--- src/rtl/CpuPkg.sv ---
package CpuPkg;

  // datapath and address width
  localparam int xlen = 32;

  // 32 architectural registers
  localparam int regIndexWidth = 5;

  // major opcodes, RV32I encodings
  typedef enum logic [6:0] {
    opRegReg = 7'b0110011,
    opImm    = 7'b0010011,
    opLoad   = 7'b0000011,
    opStore  = 7'b0100011
  } opcode_e;

  // operations the ALU can perform
  typedef enum logic [2:0] {
    aluAdd = 3'd0,
    aluSub = 3'd1,
    aluAnd = 3'd2,
    aluOr  = 3'd3,
    aluXor = 3'd4,
    aluSlt = 3'd5
  } aluOp_e;

  // where an ALU operand comes from
  typedef enum logic [1:0] {
    fwdRegister  = 2'b00,
    fwdWriteback = 2'b01,
    fwdMemory    = 2'b10
  } forwardSel_e;

endpackage

--- src/rtl/PipelineBuses.sv ---
`timescale 1ns/1ps

// decode to execute pipeline register contents
interface idExBus;
  logic [CpuPkg::xlen-1:0] lhsValue;
  logic [CpuPkg::xlen-1:0] rhsValue;
  logic [CpuPkg::xlen-1:0] immediate;
  logic [CpuPkg::regIndexWidth-1:0] lhsIndex;
  logic [CpuPkg::regIndexWidth-1:0] rhsIndex;
  logic [CpuPkg::regIndexWidth-1:0] writeIndex;
  CpuPkg::aluOp_e aluOp;
  logic aluSrc;
  logic memWrite;
  logic memToReg;
  logic regWrite;

  modport decode(
    output lhsValue, rhsValue, immediate, lhsIndex, rhsIndex, writeIndex,
    output aluOp, aluSrc, memWrite, memToReg, regWrite
  );
  modport execute(
    input lhsValue, rhsValue, immediate, lhsIndex, rhsIndex, writeIndex,
    input aluOp, aluSrc, memWrite, memToReg, regWrite
  );
endinterface

// execute to memory pipeline register contents
interface exMemBus;
  logic [CpuPkg::xlen-1:0] aluResult;
  logic [CpuPkg::xlen-1:0] storeData;
  logic [CpuPkg::regIndexWidth-1:0] writeIndex;
  logic memWrite;
  logic memToReg;
  logic regWrite;

  // the execute stage also reads its own outputs back for forwarding
  modport execute(output aluResult, storeData, writeIndex, memWrite, memToReg, regWrite);
  modport memory(input aluResult, storeData, writeIndex, memWrite, memToReg, regWrite);
endinterface

// memory to writeback pipeline register contents
interface memWbBus;
  logic [CpuPkg::xlen-1:0] memoryData;
  logic [CpuPkg::xlen-1:0] executionData;
  logic [CpuPkg::regIndexWidth-1:0] writeIndex;
  logic memToReg;
  logic regWrite;

  modport memory(output memoryData, executionData, writeIndex, memToReg, regWrite);
  modport writeback(input memoryData, executionData, writeIndex, memToReg, regWrite);
  modport forward(input writeIndex, regWrite);
endinterface

--- src/rtl/ForwardingUnit.sv ---
`timescale 1ns/1ps

module ForwardingUnit (
  input  logic [CpuPkg::regIndexWidth-1:0] readIndex,
  input  logic [CpuPkg::regIndexWidth-1:0] memoryWriteIndex,
  input  logic [CpuPkg::regIndexWidth-1:0] writebackWriteIndex,
  input  logic                             isMemoryWrite,
  input  logic                             isWritebackWrite,
  output CpuPkg::forwardSel_e              forwardSelect
);
  logic memoryMatch;
  logic writebackMatch;

  // x0 never forwards, it always reads zero
  assign memoryMatch = isMemoryWrite && (memoryWriteIndex != '0) &&
                       (memoryWriteIndex == readIndex);
  assign writebackMatch = isWritebackWrite && (writebackWriteIndex != '0) &&
                          (writebackWriteIndex == readIndex);

  // the younger result in memory takes priority
  always_comb begin
    if (memoryMatch) begin
      forwardSelect = CpuPkg::fwdMemory;
    end else if (writebackMatch) begin
      forwardSelect = CpuPkg::fwdWriteback;
    end else begin
      forwardSelect = CpuPkg::fwdRegister;
    end
  end

endmodule

--- src/rtl/ExecuteStage.sv ---
`timescale 1ns/1ps

module ExecuteStage (
  input  logic                    clk,
  input  logic                    reset,
  idExBus.execute                 idEx,
  exMemBus.execute                exMem,
  memWbBus.forward                memWb,
  input  logic [CpuPkg::xlen-1:0] writeBackData
);
  CpuPkg::forwardSel_e lhsSelect;
  CpuPkg::forwardSel_e rhsSelect;
  logic [CpuPkg::xlen-1:0] lhsOperand;
  logic [CpuPkg::xlen-1:0] rhsForwarded;
  logic [CpuPkg::xlen-1:0] rhsOperand;
  logic [CpuPkg::xlen-1:0] aluResult;

  ForwardingUnit lhsForwarding(
    .readIndex(idEx.lhsIndex),
    .memoryWriteIndex(exMem.writeIndex),
    .writebackWriteIndex(memWb.writeIndex),
    .isMemoryWrite(exMem.regWrite),
    .isWritebackWrite(memWb.regWrite),
    .forwardSelect(lhsSelect)
  );

  ForwardingUnit rhsForwarding(
    .readIndex(idEx.rhsIndex),
    .memoryWriteIndex(exMem.writeIndex),
    .writebackWriteIndex(memWb.writeIndex),
    .isMemoryWrite(exMem.regWrite),
    .isWritebackWrite(memWb.regWrite),
    .forwardSelect(rhsSelect)
  );

  always_comb begin
    case (lhsSelect)
      CpuPkg::fwdMemory:    lhsOperand = exMem.aluResult;
      CpuPkg::fwdWriteback: lhsOperand = writeBackData;
      default:              lhsOperand = idEx.lhsValue;
    endcase
    case (rhsSelect)
      CpuPkg::fwdMemory:    rhsForwarded = exMem.aluResult;
      CpuPkg::fwdWriteback: rhsForwarded = writeBackData;
      default:              rhsForwarded = idEx.rhsValue;
    endcase
  end

  // immediate replaces rs2 for ALU-immediate, load and store
  assign rhsOperand = idEx.aluSrc ? idEx.immediate : rhsForwarded;

  always_comb begin
    case (idEx.aluOp)
      CpuPkg::aluAdd: aluResult = lhsOperand + rhsOperand;
      CpuPkg::aluSub: aluResult = lhsOperand - rhsOperand;
      CpuPkg::aluAnd: aluResult = lhsOperand & rhsOperand;
      CpuPkg::aluOr:  aluResult = lhsOperand | rhsOperand;
      CpuPkg::aluXor: aluResult = lhsOperand ^ rhsOperand;
      CpuPkg::aluSlt: aluResult = {{(CpuPkg::xlen-1){1'b0}},
                                   $signed(lhsOperand) < $signed(rhsOperand)};
      default:        aluResult = '0;
    endcase
  end

  always_ff @(posedge clk) begin
    exMem.aluResult <= aluResult;
    // store data is the forwarded rs2, not the immediate
    exMem.storeData <= rhsForwarded;
    exMem.writeIndex <= idEx.writeIndex;
    exMem.memToReg <= idEx.memToReg;
    if (reset) begin
      exMem.regWrite <= 1'b0;
      exMem.memWrite <= 1'b0;
    end else begin
      exMem.regWrite <= idEx.regWrite;
      exMem.memWrite <= idEx.memWrite;
    end
  end

endmodule

--- src/flat_wrapper.sv ---
// flat-port wrapper written by rule: the top's interface ports become plain ports
module ExecuteStage_flat 
  (clk, reset, writeBackData, idEx_lhsValue, idEx_rhsValue, idEx_immediate, idEx_lhsIndex, idEx_rhsIndex, idEx_writeIndex, idEx_aluOp, idEx_aluSrc, idEx_memWrite, idEx_memToReg, idEx_regWrite, exMem_aluResult, exMem_storeData, exMem_writeIndex, exMem_memWrite, exMem_memToReg, exMem_regWrite, memWb_writeIndex, memWb_regWrite);
  idExBus idEx_i ();
  exMemBus exMem_i ();
  memWbBus memWb_i ();
  input  logic clk;
  input  logic reset;
  input  logic [CpuPkg::xlen-1:0] writeBackData;
  input wire logic [$bits(idEx_i.lhsValue)-1:0] idEx_lhsValue;
  input wire logic [$bits(idEx_i.rhsValue)-1:0] idEx_rhsValue;
  input wire logic [$bits(idEx_i.immediate)-1:0] idEx_immediate;
  input wire logic [$bits(idEx_i.lhsIndex)-1:0] idEx_lhsIndex;
  input wire logic [$bits(idEx_i.rhsIndex)-1:0] idEx_rhsIndex;
  input wire logic [$bits(idEx_i.writeIndex)-1:0] idEx_writeIndex;
  input wire logic [$bits(idEx_i.aluOp)-1:0] idEx_aluOp;
  input wire logic [$bits(idEx_i.aluSrc)-1:0] idEx_aluSrc;
  input wire logic [$bits(idEx_i.memWrite)-1:0] idEx_memWrite;
  input wire logic [$bits(idEx_i.memToReg)-1:0] idEx_memToReg;
  input wire logic [$bits(idEx_i.regWrite)-1:0] idEx_regWrite;
  output wire logic [$bits(exMem_i.aluResult)-1:0] exMem_aluResult;
  output wire logic [$bits(exMem_i.storeData)-1:0] exMem_storeData;
  output wire logic [$bits(exMem_i.writeIndex)-1:0] exMem_writeIndex;
  output wire logic [$bits(exMem_i.memWrite)-1:0] exMem_memWrite;
  output wire logic [$bits(exMem_i.memToReg)-1:0] exMem_memToReg;
  output wire logic [$bits(exMem_i.regWrite)-1:0] exMem_regWrite;
  input wire logic [$bits(memWb_i.writeIndex)-1:0] memWb_writeIndex;
  input wire logic [$bits(memWb_i.regWrite)-1:0] memWb_regWrite;
  assign idEx_i.lhsValue = idEx_lhsValue;
  assign idEx_i.rhsValue = idEx_rhsValue;
  assign idEx_i.immediate = idEx_immediate;
  assign idEx_i.lhsIndex = idEx_lhsIndex;
  assign idEx_i.rhsIndex = idEx_rhsIndex;
  assign idEx_i.writeIndex = idEx_writeIndex;
  assign idEx_i.aluOp = idEx_aluOp;
  assign idEx_i.aluSrc = idEx_aluSrc;
  assign idEx_i.memWrite = idEx_memWrite;
  assign idEx_i.memToReg = idEx_memToReg;
  assign idEx_i.regWrite = idEx_regWrite;
  assign exMem_aluResult = exMem_i.aluResult;
  assign exMem_storeData = exMem_i.storeData;
  assign exMem_writeIndex = exMem_i.writeIndex;
  assign exMem_memWrite = exMem_i.memWrite;
  assign exMem_memToReg = exMem_i.memToReg;
  assign exMem_regWrite = exMem_i.regWrite;
  assign memWb_i.writeIndex = memWb_writeIndex;
  assign memWb_i.regWrite = memWb_regWrite;
  ExecuteStage u_core (.clk(clk), .reset(reset), .idEx(idEx_i), .exMem(exMem_i), .memWb(memWb_i), .writeBackData(writeBackData));
endmodule
--- config.mk ---
export PLATFORM = sky130hd
export DESIGN_NAME = ExecuteStage_flat
export DESIGN_NICKNAME = d
export VERILOG_FILES = /design/src/rtl/CpuPkg.sv /design/src/rtl/PipelineBuses.sv /design/src/rtl/ForwardingUnit.sv /design/src/rtl/ExecuteStage.sv /design/src/flat_wrapper.sv
export SDC_FILE = /design/constraint.sdc
export NUM_CORES = 1
export LEC_CHECK = 0
export ABC_AREA = 1
export BUFFER_PORTS_ARGS = -buffer_cell sky130_fd_sc_hd__buf_2
export CAP_MARGIN = 25
export CORE_ASPECT_RATIO = 1.4
export CORE_MARGIN = 2
export CORE_UTILIZATION = 45
export CTS_BUF_LIST = sky130_fd_sc_hd__clkbuf_8 sky130_fd_sc_hd__clkbuf_16
export DETAILED_ROUTE_END_ITERATION = 10
export PLACE_DENSITY = 0.73
export SYNTH_ARGS = -nofsm -noshare
export SYNTH_HDL_FRONTEND = slang
export SYNTH_SLANG_ARGS = --single-unit
--- constraint.sdc ---
create_clock -name clk -period 3.3 [get_ports clk]
set_clock_uncertainty 0.05 [all_clocks]
set_input_delay 0.165 -clock clk [delete_from_list [all_inputs] [get_ports clk]]
set_output_delay 0.165 -clock clk [all_outputs]
set_load 0.02 [all_outputs]
**Yosys cells after proc, flatten, opt, wreduce, memory -nomap -nowiden**

Index checks and enable logic that the tools add are counted.

- Add/subtract/negate cells: 2
- Order comparisons: 1
- Equal/unequal tests: 13
- Mux-type cells: 8
- Bitwise gates (word level): 3
- Reductions and logical operators: 9

Operator list:

| cell | number |
|---|---|
| 32-bit case mux with 6 select lines | 1 |
| 32-bit case mux with 2 select lines | 2 |
| 32-bit adder | 1 |
| 32-bit bitwise AND | 1 |
| 32-bit < comparator | 1 |
| 32-bit 2-to-1 mux | 1 |
| 32-bit bitwise OR | 1 |
| 32-bit subtractor | 1 |
| 32-bit bitwise XOR | 1 |
| 5-bit == test | 4 |
| 5-bit nonzero test | 2 |
| 3-bit by 2-bit == test with 1-bit output (second input constant) | 2 |
| 3-bit == test (second input constant) | 2 |
| 1-bit logical AND | 6 |
| 2-bit by 1-bit == test with 1-bit output (second input constant) | 2 |
| 2-bit == test (second input constant) | 2 |
| 2-bit 2-to-1 mux | 2 |
| 3-bit by 1-bit == test with 1-bit output (second input constant) | 1 |
| 3-bit zero test | 1 |
| 1-bit 2-to-1 mux | 2 |

- Bits in registers: 72
- Bits of input ports: 158
- Output and inout bits: 72

**Longest topological paths before layout**

Gate-level depths: netlist (run 1).

- Depth after elaboration: 10
- Mapped depth: 26
- Mapped depth without buffers: 25

**Cells and area by module**

A second synthesis (run 1) with hierarchy kept.

- Cells, all modules: 1755
- Area total of the unflattened synthesis: 10047.1 µm²

Modules (own cells, without submodules):

| module | times used | cells each | area an instance (µm²) |
|---|---|---|---|
| ExecuteStage | 1 | 1651 | 9601.7 |
| ForwardingUnit | 2 | 52 | 222.7 |

**Least setup slack after synthesis (run 1)**

OpenSTA, ideal clock, no wires.

- Path type: flip-flop to flip-flop
- From: register u_core.exMem.writeIndex[1]
- To: register u_core.exMem.aluResult[20]
- Setup time: 0.121 ns
- Arrival: 2.994 ns
- Required time: 3.129 ns
- Slack: 0.135 ns
- Stages on the path, launching flop included: 22
- Path through: dfxtp_1 xnor2_1 nand3_1 nor3_4 nand2_4 buf_2 nand3b_1 nand4_1 nand2_1 ha_1 inv_1 fa_1 inv_1 nand3_1 nand3_1 nand3_1 nand3_1 nand3_1 nand2_1 nand2_1 nand3_1 nand3_1

- Word-level cells in the longest chain between the ends: 9

RTL lines:

| element | RTL line | source |
|---|---|---|
| from (decl) | PipelineBuses.sv:37 | `modport execute(output aluResult, storeData, writeIndex, memWrite, memToReg, regWrite);` |
| 5-bit nonzero test | ForwardingUnit.sv:15 | `assign memoryMatch = isMemoryWrite && (memoryWriteIndex != '0) &&` |
| 1-bit logical AND (2 in series) | ForwardingUnit.sv:15 |  |
| 2-bit 2-to-1 mux | ForwardingUnit.sv:22 | `if (memoryMatch) begin` |
| 2-bit by 1-bit == test with 1-bit output or 2-bit == test (tied branches) | ExecuteStage.sv:42 | `case (rhsSelect)` |
| 32-bit case mux with 2 select lines | ExecuteStage.sv:42 |  |
| 32-bit 2-to-1 mux | ExecuteStage.sv:50 | `assign rhsOperand = idEx.aluSrc ? idEx.immediate : rhsForwarded;` |
| 32-bit subtractor, or another cell as far along | ExecuteStage.sv:55 | `CpuPkg::aluSub: aluResult = lhsOperand - rhsOperand;` |
| 32-bit case mux with 6 select lines (*) | ExecuteStage.sv:53 | `case (idEx.aluOp)` |
| via u_core.aluResult, one bit | ExecuteStage.sv:16 | `logic [CpuPkg::xlen-1:0] aluResult;` |
| to (decl) | PipelineBuses.sv:37 |  |

The timed path passes the listed nets; every way through them passes the cells marked *.
A chain may end at the register's enable or synchronous reset.

**Worst setup path in the final report (run 1)**

- From: register u_core.exMem.writeIndex[0]
- To: register u_core.exMem.aluResult[11]

The elaborated chain is that of the path after synthesis.

==> flow_summary.toml, run 1 <==
[final_layout]
fillCellCount = 2134
final_cell_mix = "nand2_1 (500), inv_1 (276), buf_4 (248), buf_2 (229), nand3_1 (190)"
final_common_cell = "nand2_1"
area_growth_pct = 50.3
final_cell_area_um2 = 15700
finalNonFillerCells = 2667
fin_nets = 2614
finish.utilization_pct = 68.3
layout-drive-gt1-share_pct = 36.6
diodes = 0

[setup_path]
r2r_end = "u_core.exMem.aluResult[11]$_DFF_P_"
crit_fanout = 8
crit_end = "u_core.exMem.aluResult[11]$_DFF_P_"
required_ns = 3.50
cp.arrival_ns = 3.56
crit_path_start = "u_core.exMem.writeIndex[0]$_DFF_P_"
cp-start-kind = "register"
setup.worst_path.end_class = "register"
r2r-start = "u_core.exMem.writeIndex[0]$_DFF_P_"
r2r_setup_slack_ns = -0.06
r2r_cells = 22
path_class = "reg -> reg"

[global_routing]
grt_pass1_wl_um = 72300
grt_pass1_vias = 13142
overflow = 0
grt_max_degree = 52
antenna_found_initial = 0
grt_usage_pct = 38.4

[logic_synthesis]
synth_seq_cells = 72
synth_warnings = 0
ys_async_sr_fraction_pct = 0
synth_fp_nets = 2151
ys_types = 42
synth_cells = 1893
synth_area_um2 = 10500
seq_area_frac_synth_pct = 13.8
synth_edf_count = 0
synth_largest_area_cell = "nand2_1"
ys.flop_type = "dfxtp_1"
synth_top_area_share_pct = 20.6
synth.avg_cell_area_um2 = 5.53
synth.area.top_cells = "nand2_1 (21%), dfxtp_1 (14%), ha_1 (12%)"

[sta]
slew_violations = 0
post-route-period-util_pct = 102
hold_viol = 0
rsz0062_at_grt = "true"
max_slew_margin_pct = 43.4
finalSetupViolations = 4
tightest_slew_ns = 0.847
fmax_mhz = 298
setup_ws_ns = -0.0553
finalCriticalPeriod_ns = 3.36

[routing]
first_iter_violations = 1397
first_pass_iters = 8
via_per_inst = 5.44
wl_per_cell_um = 18.9
vias = 14497
drt_wl_total_um = 50400
drcViolationCount = 0
drtAntennaViolNets = 0

[worst_hold_path]
hp-class = "in -> reg"
whs_path_depth = 3

[placement]
placed_area_um2 = 13600
dp.cells = 2607
numPortBuffers = 229
pre_cts_slack_ns = -0.260
globalplace.congestion = 1.09
dp_hpwl_um = 39400

[run]
cap_violations = 0

[floorplan]
io_pins = 230
initial_utilization_pct = 45.5
die_h_um = 185
coreArea_um2 = 23000
die_w_um = 133
rows = 66
dieArea_um2 = 24500

[clock_network]
numCtsBuffers = 9
clockBufferDepth = 2
cts_sinks = 72
cts_tree = "built"
clockRootBuffer = "clkbuf_16"
htreeDepth = 3
clk_latency_ns = 0.37
clk_pin_slew_ns = 0.07

[power_and_ir_drop]
p_leak_nw = 8.53
p_per_area_nw_per_um2 = 329
finalPower_mw = 5.18
ir_worst_vdd_uv = 282

[status]
status = "finished, violations left"
violations = "negative setup slack"
==> Yosys cell counts, types with 4 or more instances <==
cell type  instances
dfxtp_1           72
inv_1            306
nand2_1          575
or2_2             34
nor3_1            13
nor2_1           195
nor3_2            11
buf_1              4
buf_2             26
xnor2_1           14
o21bai_1           8
a21oi_1           81
clkbuf_1          27
xor2_1             8
o22ai_1           28
ha_1              98
nand3b_1          62
inv_2              5
o21ai_0           39
nand4_1           41
nand3_1          208
==> metal layers <==
metal	GRT usage, %	wire length, um	up-vias
met5	0	0	-
met4	16.4	2120	0
met3	6.90	4590	131
met2	62.4	23400	769
met1	49.9	20300	6690
li1	-	-	6907
==> report_power, final <==
| part | internal (mW) | switching [mW] |
|---|---|---|
| sequential | 0.967 | 0.117 |
| combinational | 1.24 | 1.80 |
| clock | 0.586 | 0.469 |
| total | 2.80 | 2.38 |
==> flip-flops by register name, summed over array words and instances (netlist names) <==
register	flops
u_core.exMem.aluResult	32
u_core.exMem.regWrite	1
u_core.exMem.memWrite	1
u_core.exMem.memToReg	1
u_core.exMem.storeData	32
u_core.exMem.writeIndex	5
==> worst max-delay path, cell delays in order, from the launching register on <==
cell	delay [ns]
dfxtp_4	0.37
nor3_2	0.18
nand2_1	0.11
nand2_2	0.12
nor3_2	0.06
nand2_2	0.17
nand2_4	0.13
buf_12	0.17
buf_12	0.13
nor2_4	0.06
nand3b_1	0.15
inv_2	0.07
ha_4	0.28
inv_4	0.04
a21oi_2	0.14
nand2_2	0.12
buf_6	0.14
nand2_2	0.05
nand3b_1	0.21
a21oi_1	0.20
o21ai_1	0.11
nand2_1	0.10
nand3b_1	0.09
==> logic make-up after synthesis <==
| kind of cell | after synthesis | synth area share (%) |
|---|---|---|
| compound gates | 169 | 9.00 |
| flops | 72 | 13.8 |
| simple gates | 1154 | 49.2 |
| xor+xnor | 22 | 1.84 |
| fa+ha+maj | 100 | 12.1 |
| buf+inv | 376 | 14.1 |
==> final cells by class <==
cell class / count / area (um^2) / area share (%)
Multi-Input combinational cell: 1445 / 8800 / 55.9
Clock inverter: 7 / 73.8 / 0.469
Clock buffer: 9 / 225 / 1.43
Sequential cell: 72 / 1460 / 9.27
Timing Repair Buffer: 516 / 3610 / 22.9
Inverter: 312 / 1190 / 7.54
Tap cell: 306 / 383 / 2.43
==> metrics by stage <==
step | setup TNS [ns] | hold WS, ns
floorplan | 0 | 0.143
global placement | -1.10 | 0.222
detailed placement | -1.89 | 0.219
CTS | -0.00117 | 0.0483
global route | -3.75 | 0.0814
finish | -0.128 | 0.0628
==> worst min-delay path by stage <==
stage / start / to / slack (ns)
2_1_floorplan: idEx_memToReg / u_core.exMem.memToReg$_DFF_P_ / 0.14
3_3_place_gp: idEx_writeIndex[0] / u_core.exMem.writeIndex[0]$_DFF_P_ / 0.22
3_5_place_dp: idEx_writeIndex[3] / u_core.exMem.writeIndex[3]$_DFF_P_ / 0.22
4_1_cts: writeBackData[16] / u_core.exMem.storeData[16]$_DFF_P_ / 0.05
5_1_grt: idEx_rhsValue[29] / u_core.exMem.storeData[29]$_DFF_P_ / 0.08
6_report: writeBackData[16] / u_core.exMem.storeData[16]$_DFF_P_ / 0.06
==> timing repair <==
action | 4_1_cts | 5_1_grt
hold buffers | 9 | 0
gates resized for setup | 51 | 334
endpoints found under the hold margin | 8 | 0
pin swaps | 8 | 87
cloned | 1 | 4
setup endpoints to repair | 23 | 30
setup buffers | 3 | 27
Power figures use the tool's default switching activity.
==> run 2, diff against run 1 <==
SKIP_LAST_GASP = 1   (was not set)
==> run 2 against run 1 <==
Net effect: the run now ends clean; worst hold slack better by 0.0011 ns; routed wire length rose by 0.14%; core utilization shrank 1.3 points; sequential power about the same; first-iteration DRC count up 6.2%; sequential share of layout area grew 0.18 points; non-clock buffer count decreased by 3; register-to-register slack better by 0.06 ns; critical path depth unchanged; clock power about the same; sequential cell count is the same; combinational power shrank 3%; largest cell class unchanged.
==> flow_summary.toml, run 2 (synthesis results as in run 1) <==
[floorplan]
initial_utilization_pct = 45.5
io_pins = 230
rows = 66
coreArea_um2 = 23000
die_h_um = 185
die_w_um = 133
dieArea_um2 = 24500

[sta]
post-route-period-util_pct = 99.7
tightest_slew_ns = 0.877
fmax_mhz = 304
max_slew_margin_pct = 41.5
tns_ns = 0
holdWs_ns = 0.0638
hold_viol = 0
rsz0062_at_grt = "true"
slew_violations = 0
finalSetupViolations = 0
finalCriticalPeriod_ns = 3.29

[global_routing]
overflow = 0
grt_pass1_wl_um = 72300
antenna_found_initial = 1
grt_max_degree = 52
grt_pass1_vias = 13131
grt_usage_pct = 38.4

[run]
cap_violations = 0

[routing]
first_pass_iters = 7
drcViolationCount = 0
wl_per_cell_um = 18.9
via_per_inst = 5.47
drt_wl_total_um = 50500
vias = 14561
drtAntennaViolNets = 0
first_iter_violations = 1483

[power_and_ir_drop]
p_per_area_nw_per_um2 = 330
ir_worst_vdd_uv = 279
p_leak_nw = 8.46

[clock_network]
clk_pin_slew_ns = 0.07
cts_sinks = 72
cts_tree = "built"
clockBufferDepth = 2
clk_latency_ns = 0.37
numCtsBuffers = 9
htreeDepth = 3
clockRootBuffer = "clkbuf_16"

[final_layout]
final_common_cell = "nand2_1"
final_cell_area_um2 = 15400
area_growth_pct = 47.5
layout-drive-gt1-share_pct = 34.2
final_cell_mix = "nand2_1 (523), inv_1 (283), buf_4 (248), buf_2 (229), nand3_1 (193)"
fillCellCount = 2176
finish.utilization_pct = 67.1
diodes = 0
multi_input_area_um2 = 8560
regArea_um2 = 1460
fin_nets = 2611
largestRegisters = "u_core.exMem.aluResult (32), u_core.exMem.storeData (32), u_core.exMem.writeIndex (5)"
finalNonFillerCells = 2664

[placement]
globalplace.congestion = 1.09
numPortBuffers = 229
placed_area_um2 = 13600
dp_hpwl_um = 39400
dp.cells = 2607

[setup_path]
path_class = "reg -> reg"
r2r_setup_slack_ns = 0.009
crit_fanout = 14
cp-start-kind = "register"
required_ns = 3.51
cp.arrival_ns = 3.50
setup.worst_path.end_class = "register"

[worst_hold_path]
hp-class = "in -> reg"

[status]
status = "completed"
[run 2: cell types whose count changed in the layout (fill, tap and decap cells not counted), moves of 5 or more]
cell and delta:
nand2_1 +23, nand2_2 -20, nor2_1 +15, nor2_4 -10, inv_1 +7, inv_2 -7, a21oi_1 +5, nor2_2 -5
[run 2: through the flow]
| step | total power [mW] | setup WS [ns] |
|---|---|---|
| final | 5.10 | 0.00918 |
| after detailed placement | 3.57 | -0.260 |
| after CTS | 4.69 | -0.0314 |
| after global placement | 3.56 | -0.279 |
| after floorplan | 2.41 | 0.135 |
| after global routing | 5.34 | -0.143 |
[run 2: final timing paths]
kind	start	to	depth (start not counted)
max reg2reg	u_core.exMem.writeIndex[1]$_DFF_P_	u_core.exMem.aluResult[30]$_DFF_P_	22
max	u_core.exMem.writeIndex[1]$_DFF_P_	u_core.exMem.aluResult[30]$_DFF_P_	22
min	idEx_rhsValue[10]	u_core.exMem.storeData[10]$_DFF_P_	3
min reg2reg	u_core.exMem.aluResult[28]$_DFF_P_	u_core.exMem.storeData[28]$_DFF_P_	2
[run 2: cell type report]
class	count	share of cell area (%)
Clock buffer	9	1.46
Sequential cell	72	9.45
Multi-Input combinational cell	1445	55.4
Clock inverter	7	0.478
Timing Repair Buffer	513	23.1
Inverter	312	7.68
Tap cell	306	2.48
[run 2: power breakdown]
group	internal [mW]	switching [mW]	total, mW	leakage, nW
sequential	0.967	0.118	1.09	0.607
clock	0.586	0.471	1.06	0.139
combinational	1.20	1.76	2.96	7.71
[run 2: metal layers]
layer	up-vias	part of all wire, %	GRT usage (%)
met5	-	0.055	0
met4	2	4.9	16.5
met3	161	9.9	6.90
met2	836	46	62.2
met1	6657	40	49.9
li1	6905	-	-
[run 2: repair_timing]
item                                   in CTS  in global routing
hold buffers                                9                  0
gates cloned                                1                  4
setup endpoints to repair                  23                 30
setup buffers                               3                 24
resized for setup                          48                255
endpoints found under the hold margin       8                  0
pin swaps                                   7                 59
[run 2: critical path: stages (launching register included)]
cell and delay (ns):
dfxtp_4 0.36, xnor2_2 0.16, nand3_2 0.10, nor3_4 0.16, buf_12 0.15, nand2_8 0.08, buf_12 0.15, buf_12 0.14
nand3_1 0.13, nand4_1 0.15, nand2_1 0.13, ha_1 0.28, buf_4 0.18, nor2_2 0.16, nand2_1 0.10, inv_1 0.11
nand2_1 0.12, nor3_2 0.12, nand2_1 0.09, nand2_1 0.07, nand2_1 0.05, nand3_1 0.06, nand3_1 0.08
==> run 3, diff against run 2 <==
ABC_AREA = 0   (was 1)
PLACE_DENSITY = 0.75   (was 0.73)
==> run 3 against run 2 <==
Net effect: the flow now finishes with violations (negative setup slack); power shrank 6.1%; design area is 12% lower; register-to-register slack worse by 1.1 ns; core utilization rose by 6.3 points; via count down 25%; routed wire length down 27%; sequential power decreased by 5%; non-clock buffer count grew 43; sequential share of layout area grew 1.2 points; largest power group unchanged; global-route usage down 4.5 points; highest routed layer is now met4; synthesized area is 18% lower; critical path depth unchanged.
==> flow_summary.toml, run 3 <==
[status]
status = "finished, violations left"
violations = "negative setup slack"

[logic_synthesis]
ys_top_cells_by_count = "nand2_1 (122), inv_1 (101), ha_1 (98), o21ai_0 (89), nor2_1 (86)"
synth_area_um2 = 8540
synth.area.top_cells = "dfxtp_1 (17%), ha_1 (14%), mux2i_1 (9.5%)"
synth_cells = 1165
ys.flop_type = "dfxtp_1"
synth_seq_cells = 72
ys_types = 75
synth.avg_cell_area_um2 = 7.33
synth_top_area_share_pct = 16.9
yosysMostFrequentCell = "nand2_1"
synth_fp_nets = 1423
ys_async_sr_fraction_pct = 0
synth_warnings = 0
seq_area_frac_synth_pct = 16.9
synth_edf_count = 0
synth_largest_area_cell = "dfxtp_1"

[setup_path]
slowest_stage = "or4_4"
cpMostUsedCell = "buf_6"
worst-path-buf-inv = 5
r2r_end = "u_core.exMem.aluResult[18]$_DFF_P_"
cp-start-kind = "register"
r2r_setup_slack_ns = -1.12
max_stage_delay_ns = 0.54
path_class = "reg -> reg"
crit_fanout = 4
r2r-start = "u_core.exMem.writeIndex[0]$_DFF_P_"
path_cells = "or4_4 > o21ai_4 > nor4_4 > buf_6 > buf_6 > o21ai_4 > mux2_4 > buf_6 > ha_4 > inv_2 > fa_2 > nand2b_4 > a221oi_2 > a21o_1 > a221o_1 > or3_4 > buf_4 > a21oi_2 > o21bai_2 > nor2_1 > nor2_1 > o21ai_1"
setup.worst_path.end_class = "register"
required_ns = 3.52
path_depth = 22
cp.arrival_ns = 4.64
r2r_cells = 22
critPathTopFamily = "compound AO/OA/AOI/OAI gates"

[worst_hold_path]
whs_path_depth = 3
hp-class = "in -> reg"
min_from = "idEx_rhsValue[15]"
holdPathEnd = "u_core.exMem.storeData[15]$_DFF_P_"

[sta]
tns_ns = -25.54
setup_ws_ns = -1.12
finalSetupViolations = 30
max_slew_margin_pct = 53.2
slew_violations = 0
finalCriticalPeriod_ns = 4.42
rsz0062_at_grt = "true"
fmax_mhz = 226
hold_viol = 0
tightest_slew_ns = 0.700
post-route-period-util_pct = 134

[clock_network]
clk_latency_ns = 0.36
clk_pin_slew_ns = 0.07
clockRootBuffer = "clkbuf_16"
cts_tree = "built"
htreeDepth = 3
clockBufferDepth = 2
numCtsBuffers = 9
cts_sinks = 72

[placement]
dp_hpwl_um = 27500
globalplace.congestion = 0.999
numPortBuffers = 229
dp.cells = 1858

[power_and_ir_drop]
p_per_area_nw_per_um2 = 351
ir_worst_vdd_uv = 240
p_leak_nw = 6.35

[routing]
drt_wl_total_um = 37000
vias = 10932
wl_per_cell_um = 19.3
first_iter_violations = 796
via_per_inst = 5.71
drtAntennaViolNets = 0
drcViolationCount = 0
first_pass_iters = 6

[floorplan]
initial_utilization_pct = 45.9
io_pins = 230
coreArea_um2 = 18600
die_w_um = 120
die_h_um = 167
dieArea_um2 = 20100
rows = 59

[final_layout]
largestRegisters = "u_core.exMem.aluResult (32), u_core.exMem.storeData (32), u_core.exMem.writeIndex (5)"
area_growth_pct = 59.9
final_common_cell = "buf_4"
diodes = 0
fin_nets = 1924
finalNonFillerCells = 1915
final_cell_mix = "buf_4 (295), buf_2 (229), nand2_1 (114), inv_1 (97), mux2i_1 (80)"
layout-drive-gt1-share_pct = 44.6

[global_routing]
overflow = 0
grt_pass1_vias = 10603
grt_usage_pct = 33.9
grt_pass1_wl_um = 53700
grt_max_degree = 51
antenna_found_initial = 0

[run]
cap_violations = 0
-- run 3: cell types whose count changed in the layout (fill, tap and decap cells not counted), moves of 54 or more --
cell      change
inv_1       -186
mux2i_1      +80
nand2_1     -409
nand3_1     -177
nand3b_1     -56
nor2_1       -54
-- run 3: stage by stage --
stage               util (%)  instance area [um^2]  hold slack (ns)  worst slack [ns]  power [mW]
floorplan                  -                  8710            0.143             -1.02        2.28
global placement        64.8                 12100            0.217             -1.32        3.29
detailed placement      64.8                 12100            0.219             -1.36        3.32
CTS                     69.5                 12900           0.0636             -1.16        4.53
global route            73.4                 13600           0.0818             -1.27        5.01
finish                  73.4                 13600           0.0614             -1.12        4.79
-- run 3: report_power, final --
part	internal (mW)	switching (mW)
registers	0.970	0.0726
clock network	0.626	0.453
logic	1.27	1.40
total	2.86	1.93
-- run 3: worst reg2reg max path, stage by stage (launching register included) --
cell and delay (ns):
dfxtp_4 0.34, or4_4 0.54, o21ai_4 0.19, nor4_4 0.10, buf_6 0.15, buf_6 0.12, o21ai_4 0.13, mux2_4 0.19
buf_6 0.10, ha_4 0.14, inv_2 0.04, fa_2 0.37, nand2b_4 0.10, a221oi_2 0.07, a21o_1 0.21, a221o_1 0.35
or3_4 0.40, buf_4 0.16, a21oi_2 0.15, o21bai_2 0.08, nor2_1 0.10, nor2_1 0.05, o21ai_1 0.21
-- run 3: per-layer routing --
metal	track usage, %	vias to the layer above	wire length (um)
met2	61.4	499	19000
met3	4.76	183	2310
met1	36.4	5132	13200
met4	21.0	0	2480
li1	-	5118	-
met5	0	-	0
-- run 3: logic make-up after synthesis --
kind of cell	synth area share (%)
AO/OA/AOI/OAI	25.8
AND/OR/NAND/NOR	18.2
buffers and inverters	7.87
multiplexers	12.7
adder cells (fa/ha/maj)	14.8
flip-flops	16.9
XOR/XNOR	3.69
-- run 3: worst max-delay path by stage --
stage / start / slack, ns / end
2_1_floorplan: u_core.exMem.writeIndex[0]$_DFF_P_ / -1.02 / u_core.exMem.aluResult[29]$_DFF_P_
3_3_place_gp: memWb_writeIndex[1] / -1.32 / u_core.exMem.aluResult[16]$_DFF_P_
3_5_place_dp: memWb_writeIndex[1] / -1.36 / u_core.exMem.aluResult[16]$_DFF_P_
4_1_cts: u_core.exMem.writeIndex[0]$_DFF_P_ / -1.16 / u_core.exMem.aluResult[29]$_DFF_P_
5_1_grt: u_core.exMem.writeIndex[4]$_DFF_P_ / -1.27 / u_core.exMem.aluResult[29]$_DFF_P_
6_report: u_core.exMem.writeIndex[0]$_DFF_P_ / -1.12 / u_core.exMem.aluResult[18]$_DFF_P_
-- run 3: final cells by class --
type	count	area [um^2]
multi-input cells	922	7440
clock inverters	5	55.1
fillers	1436	4960
clock buffers	11	253
well taps	244	305
flip-flops and latches	72	1450
repair buffers	556	3750
inverters	105	397
-- run 3: what timing repair did --
item,4_1_cts,5_1_grt
hold endpoints to repair,8,0
hold buffers,9,0
pin swaps,47,76
gates resized for setup,76,133
cloned,1,1
endpoints found under the setup margin,30,32
setup buffers,29,20
